--- config.mk ---
export PLATFORM = sky130hd
export DESIGN_NAME = fpga_subsystem
export DESIGN_NICKNAME = d
export VERILOG_FILES = /design/src/subsys_pkg.sv /design/src/ctrl_regs.sv /design/src/motor_timebase.sv /design/src/drive_pwm.sv /design/src/servo_ramp.sv /design/src/status_leds.sv /design/src/fpga_subsystem.sv
export VERILOG_INCLUDE_DIRS = /design/src /design/src/include
export SDC_FILE = /design/constraint.sdc
export NUM_CORES = 1
export LEC_CHECK = 0
export BUFFER_PORTS_ARGS = -buffer_cell sky130_fd_sc_hd__buf_2
export CAP_MARGIN = 10
export CORE_MARGIN = 2
export CORE_UTILIZATION = 40
export CTS_BUF_LIST = sky130_fd_sc_hd__clkbuf_4
export DETAILED_ROUTE_END_ITERATION = 10
export GPL_ROUTABILITY_DRIVEN = 0
export SLEW_MARGIN = 20
export SYNTH_ARGS = -nofsm -noshare
export SYNTH_HDL_FRONTEND = slang
export SYNTH_HIERARCHICAL = 1
export SYNTH_SLANG_ARGS = --single-unit
--- constraint.sdc ---
create_clock -name clock -period 4.25 [get_ports clock]
set_clock_uncertainty 0.1 [all_clocks]
set_input_delay 0.2125 -clock clock [delete_from_list [all_inputs] [get_ports clock]]
set_output_delay 0.2125 -clock clock [all_outputs]
set_load 0.005 [all_outputs]
--- src/include/subsys_config.svh ---
////////////////////////////////////////
// Timing and register map constants. PWM_PRESCALE must be 2 or more.
// FRAME_BITS stays 8 so that phase, widths and register bytes line up.
////////////////////////////////////////
`ifndef SUBSYS_CONFIG_SVH
`define SUBSYS_CONFIG_SVH

// Timebase
`define PWM_PRESCALE    4               // Clocks per tick
`define FRAME_BITS      8               // Phase width, 256 ticks per frame

// Pulse shaping
`define DRIVE_NEUTRAL   128             // Drive width at zero magnitude, ticks
`define DRIVE_GAIN      4               // Ticks per magnitude step
`define SERVO_START     8'd5            // Servo position out of reset

`define NUM_MOTORS      4               // Drive and servo channel count
`define SUBSYS_ID       8'hA5           // Read-only identity byte

// Register map
`define REG_DRIVE0      6'h00           // Drives at 0x00 to 0x03
`define REG_SERVO_EN    6'h04           // Servo enables in bits 3:0
`define REG_SERVO0      6'h08           // Servo targets at 0x08 to 0x0B
`define REG_LED         6'h0C           // Brightness and flag bits
`define REG_ID          6'h10           // Identity, read only

`endif

--- src/subsys_pkg.sv ---
////////////////////////////////////////
// Bus, configuration and timebase types shared by all blocks
////////////////////////////////////////
`include "subsys_config.svh"

package subsys_pkg;

    typedef logic [5:0] reg_addr_t;     // Register address
    typedef logic [7:0] reg_byte_t;     // Register word

    // Host request, one access per clock at most
    typedef struct packed {
        reg_addr_t  address;            // Target register
        logic       write_en;           // Write strobe
        reg_byte_t  wr_data;            // Write payload
        logic       read_en;            // Read strobe
    } reg_req_t;

    // Drive register as seen by a drive channel
    typedef struct packed {
        logic       enable;             // Bit 7, output off when clear
        logic       direction;          // Bit 6, 1 widens the pulse
        logic       spare;              // Bit 5, stored only
        logic [4:0] magnitude;          // Bits 4:0
    } drive_cmd_t;

    // Register file keeps the raw byte, channel reads the fields
    typedef union packed {
        reg_byte_t  raw;
        drive_cmd_t fields;
    } drive_word_u;

    // LED register bits 6:0, bit 7 unused
    typedef struct packed {
        logic [3:0] brightness;         // Bits 6:3, width is 16 ticks per step
        logic       fault;              // Bit 2
        logic       pi;                 // Bit 1
        logic       ps4;                // Bit 0
    } led_cfg_t;

    // Shared pulse timebase
    typedef struct packed {
        logic                   tick;           // One clock per prescale period
        logic                   frame_start;    // First clock of phase zero
        logic [`FRAME_BITS-1:0] phase;          // Tick count within the frame
    } timebase_t;

endpackage

--- src/ctrl_regs.sv ---
////////////////////////////////////////
// Host register file. Read data lands one clock after read_en and holds.
// Channel decode assumes four drives and four servos per group.
////////////////////////////////////////
`include "subsys_config.svh"

module ctrl_regs import subsys_pkg::*; (
    input  logic                            clock,
    input  logic                            reset_n,
    input  reg_req_t                        reg_req,        // Host request
    output reg_byte_t                       rd_data,        // Registered read data
    output drive_word_u [`NUM_MOTORS-1:0]   drive_cmd,      // Drive commands
    output logic        [`NUM_MOTORS-1:0]   servo_en,       // Servo enables
    output reg_byte_t   [`NUM_MOTORS-1:0]   servo_target,   // Servo targets
    output led_cfg_t                        led_cfg         // LED config
);

    localparam reg_addr_t GROUP_MASK = 6'h3C;   // Drops the channel index bits

    reg_byte_t  servo_en_q;                     // Full byte kept for readback
    reg_byte_t  led_q;                          // Full byte kept for readback
    reg_byte_t  rd_mux;                         // Read data before the register
    logic [1:0] sel;                            // Channel within a group
    logic       hit_drive;                      // Address in drive group
    logic       hit_servo;                      // Address in servo target group

    ////////////////////////////////////////
    // Address decode
    ////////////////////////////////////////
    assign sel       = reg_req.address[1:0];
    assign hit_drive = (reg_req.address & GROUP_MASK) == `REG_DRIVE0;
    assign hit_servo = (reg_req.address & GROUP_MASK) == `REG_SERVO0;

    ////////////////////////////////////////
    // Writable registers
    ////////////////////////////////////////
    always_ff @(posedge clock or negedge reset_n) begin
        if (!reset_n) begin
            drive_cmd    <= '0;                 // All drives disabled
            servo_target <= '0;
            servo_en_q   <= '0;
            led_q        <= '0;                 // LEDs dark
        end else if (reg_req.write_en) begin
            if (hit_drive) begin
                drive_cmd[sel].raw <= reg_req.wr_data;
            end else if (hit_servo) begin
                servo_target[sel] <= reg_req.wr_data;
            end else if (reg_req.address == `REG_SERVO_EN) begin
                servo_en_q <= reg_req.wr_data;
            end else if (reg_req.address == `REG_LED) begin
                led_q <= reg_req.wr_data;
            end                                 // REG_ID and holes ignored
        end
    end

    // Read mux, unmapped addresses give zero
    always_comb begin
        rd_mux = '0;
        if (hit_drive) begin
            rd_mux = drive_cmd[sel].raw;
        end else if (hit_servo) begin
            rd_mux = servo_target[sel];
        end else if (reg_req.address == `REG_SERVO_EN) begin
            rd_mux = servo_en_q;
        end else if (reg_req.address == `REG_LED) begin
            rd_mux = led_q;
        end else if (reg_req.address == `REG_ID) begin
            rd_mux = `SUBSYS_ID;
        end
    end

    always_ff @(posedge clock or negedge reset_n) begin
        if (!reset_n) begin
            rd_data <= '0;
        end else if (reg_req.read_en) begin
            rd_data <= rd_mux;                  // Holds until the next read
        end
    end

    assign servo_en = servo_en_q[`NUM_MOTORS-1:0];              // Low bits only
    assign led_cfg  = led_cfg_t'(led_q[$bits(led_cfg_t)-1:0]);  // Bit 7 not used

endmodule

--- src/motor_timebase.sv ---
////////////////////////////////////////
// Shared tick and frame phase. Phase is zero out of reset,
// first frame_start comes one full frame later.
////////////////////////////////////////
`include "subsys_config.svh"

module motor_timebase import subsys_pkg::*; (
    input  logic        clock,
    input  logic        reset_n,
    output timebase_t   timebase            // Tick, frame start and phase
);

    localparam int PS_W = $clog2(`PWM_PRESCALE);

    logic [PS_W-1:0] ps_cnt;                // Prescale counter
    logic            ps_wrap;               // Last clock of a tick period

    assign ps_wrap = ps_cnt == PS_W'(`PWM_PRESCALE - 1);

    always_ff @(posedge clock or negedge reset_n) begin
        if (!reset_n) begin
            ps_cnt   <= '0;
            timebase <= '0;
        end else begin
            ps_cnt               <= ps_wrap ? '0 : ps_cnt + 1'b1;
            timebase.tick        <= ps_wrap;            // First clock of new phase
            // Phase about to wrap to zero
            timebase.frame_start <= ps_wrap && (timebase.phase == '1);
            if (ps_wrap) begin
                timebase.phase <= timebase.phase + 1'b1;
            end
        end
    end

endmodule

--- src/drive_pwm.sv ---
////////////////////////////////////////
// Neutral-centred drive pulse. Commands apply from the next frame start,
// output trails phase by one clock.
////////////////////////////////////////
`include "subsys_config.svh"

module drive_pwm import subsys_pkg::*; (
    input  logic        clock,
    input  logic        reset_n,
    input  timebase_t   timebase,           // Shared timebase
    input  drive_word_u cmd,                // Live register value
    output logic        pwm_signal          // Drive pulse
);

    localparam int W = `FRAME_BITS;

    drive_word_u  cmd_q;                    // Command held for the frame
    drive_word_u  cmd_live;                 // Command in force this clock
    logic [W-1:0] offset;                   // Gain times magnitude
    logic [W-1:0] width;                    // Pulse width in ticks

    // New command takes over on the frame start clock itself
    assign cmd_live = timebase.frame_start ? cmd : cmd_q;
    assign offset   = W'(`DRIVE_GAIN * cmd_live.fields.magnitude);

    always_comb begin
        if (cmd_live.fields.direction) begin
            width = W'(`DRIVE_NEUTRAL) + offset;    // Forward, wider pulse
        end else begin
            width = W'(`DRIVE_NEUTRAL) - offset;    // Reverse, narrower pulse
        end
    end

    always_ff @(posedge clock or negedge reset_n) begin
        if (!reset_n) begin
            cmd_q      <= '0;
            pwm_signal <= 1'b0;
        end else begin
            cmd_q      <= cmd_live;
            pwm_signal <= cmd_live.fields.enable && (timebase.phase < width);
        end
    end

endmodule

--- src/servo_ramp.sv ---
////////////////////////////////////////
// Servo pulse ramping one tick of width per frame toward its target.
// Disable parks the position at SERVO_START.
////////////////////////////////////////
`include "subsys_config.svh"

module servo_ramp import subsys_pkg::*; (
    input  logic        clock,
    input  logic        reset_n,
    input  timebase_t   timebase,           // Shared timebase
    input  logic        enable,             // Servo enable
    input  reg_byte_t   target,             // Target position in ticks
    output logic        pwm_signal          // Servo pulse
);

    localparam int W = `FRAME_BITS;

    reg_byte_t pos_q;                       // Current position
    reg_byte_t pos_next;                    // Position after this clock

    always_comb begin
        pos_next = pos_q;
        if (!enable) begin
            pos_next = `SERVO_START;        // Parked while off
        end else if (timebase.frame_start) begin
            if (pos_q < target) begin
                pos_next = pos_q + 1'b1;    // Step up
            end else if (pos_q > target) begin
                pos_next = pos_q - 1'b1;    // Step down
            end
        end
    end

    ////////////////////////////////////////
    // Position and pulse
    ////////////////////////////////////////
    always_ff @(posedge clock or negedge reset_n) begin
        if (!reset_n) begin
            pos_q      <= `SERVO_START;
            pwm_signal <= 1'b0;
        end else begin
            pos_q      <= pos_next;
            // Next value so the whole frame uses the stepped width
            pwm_signal <= enable && (timebase.phase < W'(pos_next));
        end
    end

endmodule

--- src/status_leds.sv ---
////////////////////////////////////////
// LED dimmer, width is brightness times 16 ticks
////////////////////////////////////////
`include "subsys_config.svh"

module status_leds import subsys_pkg::*; (
    input  logic        clock,
    input  logic        reset_n,
    input  timebase_t   timebase,           // Shared timebase
    input  led_cfg_t    led_cfg,            // Brightness and flags
    output logic        status_fault,       // Fault LED
    output logic        status_pi,          // Host link LED
    output logic        status_ps4,         // Controller link LED
    output logic        status_debug        // Raw dimmer wave
);

    localparam int W = `FRAME_BITS;

    logic [W-1:0] dim_width;                // Dimmer width in ticks
    logic         dim_wave;                 // Registered dimmer wave

    assign dim_width = W'({led_cfg.brightness, 4'b0000});

    always_ff @(posedge clock or negedge reset_n) begin
        if (!reset_n) begin
            dim_wave <= 1'b0;
        end else if (timebase.tick) begin
            dim_wave <= timebase.phase < dim_width;     // Sampled once per phase step
        end
    end

    assign status_debug = dim_wave;
    assign status_fault = dim_wave & led_cfg.fault;
    assign status_pi    = dim_wave & led_cfg.pi;
    assign status_ps4   = dim_wave & led_cfg.ps4;

endmodule

--- src/fpga_subsystem.sv ---
////////////////////////////////////////
// Motor and LED subsystem top. Host drives the register bus directly.
////////////////////////////////////////
`include "subsys_config.svh"

module fpga_subsystem import subsys_pkg::*; (
    input  logic                        clock,
    input  logic                        reset_n,
    input  reg_req_t                    reg_req,        // Host request
    output reg_byte_t                   rd_data,        // Host read data
    output logic [`NUM_MOTORS-1:0]      sd_pwm,         // Drive motor pulses
    output logic [`NUM_MOTORS-1:0]      servo_pwm,      // Arm servo pulses
    output logic                        status_fault,
    output logic                        status_pi,
    output logic                        status_ps4,
    output logic                        status_debug
);

    drive_word_u [`NUM_MOTORS-1:0]  drive_cmd;          // Per drive command
    logic        [`NUM_MOTORS-1:0]  servo_en;           // Per servo enable
    reg_byte_t   [`NUM_MOTORS-1:0]  servo_target;       // Per servo target
    led_cfg_t                       led_cfg;
    timebase_t                      timebase;

    ////////////////////////////////////////
    // Registers and timebase
    ////////////////////////////////////////
    ctrl_regs u_regs (
        .clock          (clock),
        .reset_n        (reset_n),
        .reg_req        (reg_req),
        .rd_data        (rd_data),
        .drive_cmd      (drive_cmd),
        .servo_en       (servo_en),
        .servo_target   (servo_target),
        .led_cfg        (led_cfg)
    );

    motor_timebase u_timebase (
        .clock          (clock),
        .reset_n        (reset_n),
        .timebase       (timebase)
    );

    ////////////////////////////////////////
    // Pulse channels
    ////////////////////////////////////////
    for (genvar i = 0; i < `NUM_MOTORS; i++) begin : g_drive
        drive_pwm u_drive (
            .clock      (clock),
            .reset_n    (reset_n),
            .timebase   (timebase),
            .cmd        (drive_cmd[i]),
            .pwm_signal (sd_pwm[i])
        );
    end

    for (genvar i = 0; i < `NUM_MOTORS; i++) begin : g_servo
        servo_ramp u_servo (
            .clock      (clock),
            .reset_n    (reset_n),
            .timebase   (timebase),
            .enable     (servo_en[i]),
            .target     (servo_target[i]),
            .pwm_signal (servo_pwm[i])
        );
    end

    status_leds u_leds (
        .clock          (clock),
        .reset_n        (reset_n),
        .timebase       (timebase),
        .led_cfg        (led_cfg),
        .status_fault   (status_fault),
        .status_pi      (status_pi),
        .status_ps4     (status_ps4),
        .status_debug   (status_debug)
    );

endmodule

==> impl_results.md, run 1 <==
* Power Density at ~270 mW/mm^2
* Netlist cell types at 90
* Primary FF master, synth: dfrtp_1
* Clock share of power at 0.291
* Root buffer cell: clkbuf_4
* Kind of critical path: reg -> reg
* Post-CTS setup buffers at 0
* Pin count of the biggest net entering global routing at 100
* Period utilization at 0.912
* Status: finished clean
* Final setup fails at 0
* Syn nets at between 1000 and 1500
* Mapped Area at approximately 0.011 sq mm
* Per-cell routed wire length at slightly below 20 microns
* Vias in the first global route at 7873
* Internal power at approximately 2.4 mW
* Slew Limit Fails at 0
* Worst skew pair latency at about 0.58 ns
* Sw frac at 0.300
* Synth warn at 6
* CP arrival at approximately 4.3 ns
* Crit. End Element: register
* Antenna viol nets, final at 0
* Mapped Cells at 1008
* Maximum VDD drop at between 150 and 200 uV
* Final cell count without fillers at approximately 1400
* Nets at approximately 1200
* Global-route wire length before repair at roughly 45 mm
* Rel. slew slack at 0.380
* Horiz. Die Dim at ~170 microns
* Area Overhead vs Synth at 7.44%
* Post-synth ARST share at 1.00
* Fin area at roughly 0.012 sq mm
* Die Ht at between 150 and 200 microns
* Setup TNS Final at 0 ns
* Lkg Pwr at about 5.8 nW
* Number of enable flip-flop cells after synthesis at 0
* TritonCTS clock tree: done
* Max Clk Rate at 258 MHz
* Worst-path clk slew at 0.15 ns
* Post-Synth XOR/XNOR Area at 0.0176
* GRT overflow at 0
* Routed wire length at 28.4 mm
* Post-Synth Adder-Cell Area at 0.106
* Syn Area/Cell at 11.4 sq um
* Compound-Gate Fraction of Synth Area at 0.109
* HP Class: in -> reg
* DRT Pass-1 Iters at 5
* Hpwl dp at 21.2 mm
* Die area at between 0.03 and 0.04 sq mm
* Post-synthesis sequential area ratio at 0.370
* Post-synthesis simple-gate area fraction at 0.144
* Share of cells above drive strength 1 at 0.285
* CP Data Required Time at approximately 4.7 ns
* Max incr delay on CP at ~0.6 ns
* CP max stage cell: dfstp_2
* Max cap viols at 0
* Hold_ws at approximately 0.033 ns
* Initial antenna violation count at 1
* Core area at around 0.028 sq mm
* Switching power total at a little over 1 mW
* Overall power at 3.37 mW
* CTS Buffer Depth at 2
* Gate power share at 0.162
* Final Hold Fails at 0
* CTS Buf Count at 17
* Mux cell area share after synthesis at 0.205
* Rows at between 60 and 70
* DR vias at ~8000
* Sequential share of power at 0.548
* Placement Cell Area at approximately 0.012 sq mm
* RSZ-0062 raised after global routing: no
* H-tree depth at 4
* Total GRT Usage at 0.193
* DRT iter0 DRCs at 473
* Combinational family with the most area after synthesis: multiplexers
* Clk sinks at 169
* Post-CTS sizing at 0
* #FFs+latches synth at around 170
* # fillers at 2659
* Worst-path maximum fanout at 5
* Worst-margin pin slew at around 0.93 ns
* Starting Density at 0.409
* Crit path cell chain: inv_1 > ha_1 > nand4_1 > o21ai_2 > or4_4 > a2111oi_4 > a31oi_2 > mux2i_1 > ha_1 > a21o_1 > a21o_1 > a2111oi_0 > o31a_1 > a31o_2
* Boundary pin count at 38
* Port-buffer cells at 37
* Startpoint Class: register
* DRC at 0
* Placed Instances at around 1400
* Minimum clock period after layout at just under 4 ns
* Vias/cell at between 5 and 6
final timing paths:
kind | start | endpoint | slack [ns] | cells past startpoint
min | reg_req[3] | u_regs/drive_cmd[2] | 0.03 | 2
max reg2reg | g_servo[3].u_servo/pos_q[0] | g_servo[3].u_servo/pwm_signal | 0.37 | 14
max in group asynchronous | reset_n | g_servo[2].u_servo/pos_q[2] | 2.90 | 3
min in group asynchronous | reset_n | g_drive[1].u_drive/pwm_signal | 0.18 | 2
min reg2reg | u_timebase/ps_cnt[0] | u_timebase/ps_cnt[0] | 0.34 | 1
max | g_servo[3].u_servo/pos_q[0] | g_servo[3].u_servo/pwm_signal | 0.37 | 14
synth_stat cells, drive strengths merged, types with 5 or more instances:
library cell  instances  area [sq um]
dfrtp               161          4030
mux2                132          1560
ha                   97          1210
inv                  78           293
nor2                 58           235
nand2                43           166
mux2i                39           390
buf                  36           258
a21oi                30           173
nor3                 26           219
o21ai                26           168
nand4                25           196
and2                 24           155
xnor2                19           166
nand3                18           130
mux4                 16           402
a211oi               14           150
o22ai                14          87.6
a21o                 13          97.6
a31oi                12          81.3
and3                  8          51.3
dfstp                 8           210
nor2b                 8          52.6
nor4                  8          90.1
nor4b                 7          92.6
o31a                  7          61.3
nand2b                6          37.5
o211ai                6          55.1
o31ai                 6          45.0
a31o                  5          43.8
nor3b                 5          42.5
state kept, by name, indices dropped and copies added (netlist names), 4 cells and up:
signal / count
u_regs/drive_cmd: 32
g_drive.u_drive/pwm_signal: 4
g_servo.u_servo/pwm_signal: 4
g_servo.u_servo/pos_q: 32
u_regs/servo_target: 32
u_regs/rd_data: 8
u_regs/servo_en_q: 8
u_regs/led_q: 8
g_drive.u_drive/cmd_q: 28
u_timebase/timebase: 10
logic make-up after synthesis:
kind of cell / after synthesis
AO/OA/AOI/OAI: 160
XOR/XNOR: 23
adder cells (fa/ha/maj): 97
buffers and inverters: 117
flip-flops: 169
multiplexers: 187
AND/OR/NAND/NOR: 255
cell usage in the layout (no fill, tap or decap), types with 23 or more instances in the layout:
cell type and n:
dfrtp_1 160, nand2_1 41, nor2_1 55, inv_1 77, a21oi_1 26, buf_2 36
mux2_2 104, ha_1 97, clkbuf_4 23, mux2i_1 39
critical path, delay by kind of cell (launching register included):
| kind | cells | cell delay, ns |
|---|---|---|
| AO/OA/AOI/OAI | 8 | 1.78 |
| multiplexers | 1 | 0.15 |
| flip-flops | 1 | 0.60 |
| AND/OR/NAND/NOR | 2 | 0.56 |
| buffers and inverters | 1 | 0.07 |
| adder cells (fa/ha/maj) | 2 | 0.57 |
power by group through the flow:
stage	sequential (mW)	clock [mW]	combinational, mW
detailed placement	1.87	0	0.544
floorplan	1.80	0	0.431
global route	1.86	1.08	0.603
CTS	1.84	1.01	0.549
finish	1.84	0.978	0.544
global placement	1.87	0	0.532
final cells by class:
class	count	area, sq um	area share
clock buffer	23	173	0.0140
timing repair buffer	55	354	0.0287
tap	378	473	0.0384
multi-input combinational	722	6660	0.541
sequential	169	4240	0.344
clock inverter	9	116	0.00945
antenna	1	2.50	0.000203
inverter	78	293	0.0238
routing by layer:
metal,share of wire,vias up,track usage
met5,0,-,0
li1,-,3810,-
met3,0.032,35,0.0265
met2,0.45,144,0.298
met4,0.033,0,0.0734
met1,0.49,3984,0.275
per-stage QoR:
stage	worst slack (ns)	utilization
floorplan	0.461	-
global placement	0.448	0.427
detailed placement	0.390	0.427
CTS	0.362	0.440
global route	0.0396	0.440
finish	0.373	0.440
what timing repair did:
action                                 CTS  global route
setup endpoints to repair                0             0
endpoints found under the hold margin  110             0
hold buffers                             6             0
No activity file was read; power rests on OpenSTA's default activity.
==> run 2, diff against run 1 <==
Settings changed: ABC_CLOCK_PERIOD_IN_PS from default to 4250, CTS_BUF_LIST sky130_fd_sc_hd__clkbuf_4 to default.
==> run 2 against run 1 <==
  * Utilization is 0.80 points higher
  * Fmax is 0.43% higher
  * Via count is 0.54% lower
  * Global-route usage is 0.26 points higher
  * Sequential share of layout area is 0.62 points lower
  * Largest cell class unchanged
  * Highest routed layer unchanged
==> impl_results.md, run 2 (synthesis gave the netlist of run 1 again) <==
* Status: finished clean
* DR vias at 7930 (-0.54%)
* Starting Density at 0.409 (unchanged)
* Antenna viol nets, final at 0 (unchanged)
* Top Metal Used: met4
* Worst-path clk slew at 0.07 ns (-0.08 ns)
* CTS Buffer Depth at 2 (unchanged)
* Pin count of the biggest net entering global routing at 100 (unchanged)
* DRC at 0 (unchanged)
* Global-route wire length before repair at 45.6 mm (+0.96%)
* CP arrival at 4.13 ns (-0.15 ns)
* Worst skew pair latency at 0.43 ns (-0.15 ns)
* Kind of critical path: reg -> reg
* H-tree depth at 4 (unchanged)
* Maximum VDD drop at 233 uV (+19%)
* Minimum clock period after layout at 3.86 ns (-0.0164 ns)
* # hold bufs at CTS at 1 (-5)
* Worst-margin pin slew at 0.921 ns (-0.00871 ns)
* Boundary pin count at 38 (unchanged)
* HP Class: in -> reg
* Most common cell after layout, fill and taps aside: dfrtp_1
* Per-cell routed wire length at 19.9 microns (+0.92%)
* Rows at 61 (unchanged)
* Core area at 0.0280 sq mm (unchanged)
* Share of cells above drive strength 1 at 0.281 (-0.00435)
* DRT iter0 DRCs at 420 (-11%)
* Total GRT Usage at 0.195 (+0.00262)
* Rel. slew slack at 0.386 (+0.00581)
* CTS Buf Count at 17 (unchanged)
* Clk sinks at 169 (unchanged)
* Slew Limit Fails at 0 (unchanged)
* RSZ-0062 raised after global routing: no
* Final Hold Fails at 0 (unchanged)
* Period utilization at 0.908 (-0.00386)
* Area Overhead vs Synth at 9.41%
* Routed wl met2 at 12.8 mm (+0.29%)
* Overall power at 3.92 mW (+16%)
* Root buffer cell: clkbuf_16
* Met1 Wirelength at 13.8 mm (+0.28%)
* Post-CTS sizing at 0 (unchanged)
* Max Clk Rate at 259 MHz (+0.43%)
* Setup TNS Final at 0 ns (unchanged)
* DRT Pass-1 Iters at 5 (unchanged)
* Nets at 1153 (-0.43%)
* Max cap viols at 0 (unchanged)
* Die Ht at 173 microns (unchanged)
* Crit. End Element: register
* # fillers at 2621 (-1.4%)
* Most frequent cells in the layout: 160 x dfrtp_1, 104 x mux2_2, 97 x ha_1
* Horiz. Die Dim at 173 microns (unchanged)
* FF+latch area at 0.00424 sq mm (unchanged)
* Port-buffer cells at 37 (unchanged)
* Regs by FF count: g_servo.u_servo/pos_q x32, u_regs/drive_cmd x32, u_regs/servo_target x32
* CP Data Required Time at 4.51 ns (-0.14 ns)
* Lkg Pwr at 5.91 nW (+1.5%)
* Routed wire length at 28.5 mm (+0.57%)
* Vias/cell at 5.55 (-0.19%)
* Met3 WL at 875 microns (-2.3%)
* Vias in the first global route at 7891 (+0.23%)
* GRT overflow at 0 (unchanged)
* Post-CTS setup buffers at 0 (unchanged)
* Die area at 0.0300 sq mm (unchanged)
* Initial antenna violation count at 1 (unchanged)
* TritonCTS clock tree: done
* Multi-input gate area at 0.00666 sq mm (unchanged)
* Final setup fails at 0 (unchanged)
* Power Density at 313 mW/mm^2 (+14%)
* Hpwl dp at 21.2 mm (unchanged)
* Worst-path maximum fanout at 5 (unchanged)
* Startpoint Class: register
[run 2: changes by cell type in the layout (fill, tap and decap cells not counted), sizes merged]
cell	delta
dlygate4sd3	-5
[run 2: area by class of cell]
| cell class | instances | area share |
|---|---|---|
| Inverter | 78 | 0.0233 |
| Sequential cell | 169 | 0.338 |
| Timing Repair Buffer | 50 | 0.0242 |
| Tap cell | 378 | 0.0377 |
| Multi-Input combinational cell | 722 | 0.531 |
| Clock inverter | 9 | 0.00928 |
| Antenna cell | 1 | 0.000200 |
| Clock buffer | 23 | 0.0357 |
[run 2: worst paths after layout]
check                           cells past startpoint                            end                         from  slack [ns]
worst max-delay path                               14  g_servo[3].u_servo/pwm_signal  g_servo[3].u_servo/pos_q[0]        0.39
worst min-delay path                                2              u_regs/rd_data[2]                   reg_req[0]        0.08
worst max register to register                     14  g_servo[3].u_servo/pwm_signal  g_servo[3].u_servo/pos_q[0]        0.39
worst min register to register                      1           u_timebase/ps_cnt[0]         u_timebase/ps_cnt[0]        0.33
max in group asynchronous                           3    g_servo[2].u_servo/pos_q[2]                      reset_n        2.73
min in group asynchronous                           2  g_drive[1].u_drive/pwm_signal                      reset_n        0.34
[run 2: routing by layer]
layer,up-vias,global-route usage
met4,0,0.0833
met1,3955,0.275
li1,3797,-
met3,35,0.0300
met2,143,0.300
met5,-,0
[run 2: report_power, final]
part | leakage (nW) | internal (mW) | switching (mW)
combinational | 3.40 | 0.245 | 0.298
clock | 0.259 | 0.871 | 0.661
sequential | 2.25 | 1.72 | 0.126
total | 5.91 | 2.83 | 1.09
[run 2: worst max-delay path, cell delays in order, from the launching register on]
cell and delay [ns]:
dfstp_2 0.57, inv_1 0.07, ha_1 0.27, nand4_1 0.10, o21ai_2 0.09, or4_4 0.46
a2111oi_4 0.35, a31oi_2 0.10, mux2i_1 0.15, ha_1 0.30, a21o_1 0.18, a21o_1 0.16
a2111oi_0 0.58, o31a_1 0.23, a31o_2 0.09
[run 2: metrics by stage]
stage / std cells / util / setup WS, ns / instance area [sq um] / hold WS (ns)
6_report: 1430 / 0.448 / 0.389 / 12500 / 0.0757
5_1_grt: 1429 / 0.448 / 0.0305 / 12500 / 0.0815
4_1_cts: 1429 / 0.448 / 0.372 / 12500 / 0.0612
3_5_place_dp: 1396 / 0.427 / 0.390 / 12000 / 0.283
2_1_floorplan: 1008 / - / 0.461 / 11500 / -0.183
3_3_place_gp: 1396 / 0.427 / 0.448 / 12000 / 0.294
==> run 3, diff against run 2 <==
Settings changed: BUFFER_PORTS_ARGS -buffer_cell sky130_fd_sc_hd__buf_2 to default, DONT_BUFFER_PORTS from default to 1.
==> run 3 against run 2 <==
  * Via count fell by 1.3%
  * Global-route usage rose by 0.13 points
  * Utilization fell by 0.26 points
  * Largest cell class unchanged
  * Largest power group unchanged
==> impl_results.md, run 3 (synthesis gave the netlist of run 1 again) <==
* Status: finished clean
* Crit. End Element: register
* Power Density at 309 mW/mm^2 (-0.99%)
* Minimum clock period after layout at 3.87 ns (+0.00576 ns)
* Share of cells above drive strength 1 at 0.255 (-0.0253)
* DRT iter0 DRCs at 378 (-10%)
* Boundary pin count at 38 (unchanged)
* Regs by FF count: g_servo.u_servo/pos_q x32, u_regs/drive_cmd x32, u_regs/servo_target x32
* Period utilization at 0.910 (+0.00136)
* Rel. slew slack at 0.418 (+0.0314)
* Final setup fails at 0 (unchanged)
* CTS Buf Count at 17 (unchanged)
* DRT Pass-1 Iters at 6 (+1)
* Overall power at 3.86 mW (-1.6%)
* Area Overhead vs Synth at 8.78%
* Kind of critical path: reg -> reg
* Setup TNS Final at 0 ns (unchanged)
* Final WS setup at 0.383 ns (-0.00576 ns)
* Top Metal Used: met5
* Port-buffer cells at 0 (-100%)
* Multi-input gate area at 0.00666 sq mm (unchanged)
* Worst skew pair latency at 0.43 ns (about the same)
* DRC at 0 (unchanged)
* Worst slack, placed at 0.359 ns (-0.0310 ns)
* DR vias at 7829 (-1.3%)
* Global-route wire length before repair at 46.1 mm (+1.2%)
* Maximum VDD drop at 242 uV (+4.2%)
* Final Hold Fails at 0 (unchanged)
* Rows at 61 (unchanged)
* # fillers at 2614 (-0.27%)
* Hpwl dp at 20.6 mm (-2.8%)
* Nets at 1128 (-2.2%)
* Startpoint Class: register
* CP delay by family, top: compound AO/OA/AOI/OAI gates
* Vias/cell at 5.57 (+0.41%)
* Lkg Pwr at 5.80 nW (-1.8%)
* HP Class: in -> reg
* Crit path cell chain: inv_1 > ha_1 > nand4_1 > o21ai_2 > or4_4 > a2111oi_4 > a31oi_2 > mux2i_1 > ha_1 > a21o_1 > a21o_1 > a2111oi_0 > o31a_1 > a31o_2
* Worst-path maximum fanout at 5 (unchanged)
* Antenna viol nets, final at 0 (unchanged)
* Met1 Wirelength at 13.9 mm (+0.51%)
* Crit path buf inv count at 1 (unchanged)
* Horiz. Die Dim at 173 microns (unchanged)
* Most frequent cells in the layout: 160 x dfrtp_1, 104 x mux2_2, 97 x ha_1
* Die Ht at 173 microns (unchanged)
* TritonCTS clock tree: done
* Root buffer cell: clkbuf_16
* CTS Buffer Depth at 2 (unchanged)
* Max Clk Rate at 259 MHz (-0.15%)
* GRT overflow at 0 (unchanged)
* Worst-margin pin slew at 0.874 ns (-0.0471 ns)
* Worst-path clk slew at 0.07 ns (about the same)
* CP max stage cell: dfstp_2
* Max cap viols at 0 (unchanged)
* Slew Limit Fails at 0 (unchanged)
* Hold_ws at 0.0460 ns (-0.0297 ns)
* RSZ-0062 raised after global routing: no
* CP Data Required Time at 4.52 ns (about the same)
* Starting Density at 0.409 (unchanged)
* Routed wl met2 at 13.1 mm (+2.7%)
* Per-cell routed wire length at 20.2 microns (+1.4%)
* Met3 WL at 885 microns (+1.1%)
* Clk sinks at 169 (unchanged)
* Core area at 0.0280 sq mm (unchanged)
* Vias in the first global route at 7914 (+0.29%)
* Most common cell after layout, fill and taps aside: dfrtp_1
* Routed wire length at 28.4 mm (-0.27%)
* Die area at 0.0300 sq mm (unchanged)
* Total GRT Usage at 0.197 (+0.00134)
* FF+latch area at 0.00424 sq mm (unchanged)
* CP arrival at 4.14 ns (about the same)
* Initial antenna violation count at 3 (+2)
* Max incr delay on CP at 0.57 ns (about the same)
* Post-CTS sizing at 0 (unchanged)
* Pin count of the biggest net entering global routing at 170 (+70%)
* H-tree depth at 4 (unchanged)
==> run 3: changes by cell type in the layout (fill, tap and decap cells not counted), moves of 3 or more <==
cell,change
buf_2,-36
dlygate4sd3_1,+13
clkbuf_1,-5
clkinv_2,+3
inv_6,+3
inv_8,+3
==> run 3: what timing repair did <==
action,CTS,global route
setup buffers,0,0
hold buffers,15,0
endpoints found under the hold margin,257,0
setup endpoints to repair,0,0
==> run 3: layer usage <==
metal,vias to the layer above,global-route usage
li1,3717,-
met1,3956,0.277
met2,124,0.312
met3,30,0.0325
met4,2,0.0579
met5,-,0
==> run 3: layout make-up <==
type	count	share of cell area
well taps	378	0.0379
inverters	78	0.0235
clock inverters	13	0.00863
repair buffers	25	0.0195
clock buffers	19	0.0355
multi-input cells	722	0.534
diodes	2	0.000401
flip-flops and latches	169	0.340
==> run 3: stage by stage <==
step / instance area, sq um / std cells / util
3_5_place_dp: 11700 / 1357 / 0.419
6_report: 12500 / 1406 / 0.445
3_3_place_gp: 11700 / 1357 / 0.419
2_1_floorplan: 11500 / 1008 / -
4_1_cts: 12500 / 1404 / 0.445
5_1_grt: 12500 / 1404 / 0.445
==> run 3: power by group <==
group / internal [mW] / total, mW / switching, mW
clock: 0.782 / 1.49 / 0.711
sequential: 1.72 / 1.84 / 0.122
combinational: 0.241 / 0.526 / 0.285
==> run 3: path summary, 6_finish.rpt <==
| path | startpoint | slack, ns | end | cells after the start |
|---|---|---|---|---|
| min | reg_req[11] | 0.05 | u_regs/servo_target[28] | 2 |
| max in group asynchronous | reset_n | 2.97 | u_timebase/timebase[8] | 2 |
| max | g_servo[3].u_servo/pos_q[0] | 0.38 | g_servo[3].u_servo/pwm_signal | 14 |
| min in group asynchronous | reset_n | 0.34 | g_drive[1].u_drive/cmd_q[0] | 2 |
| min reg2reg | u_timebase/ps_cnt[0] | 0.33 | u_timebase/ps_cnt[0] | 1 |
| max reg2reg | g_servo[3].u_servo/pos_q[0] | 0.38 | g_servo[3].u_servo/pwm_signal | 14 |
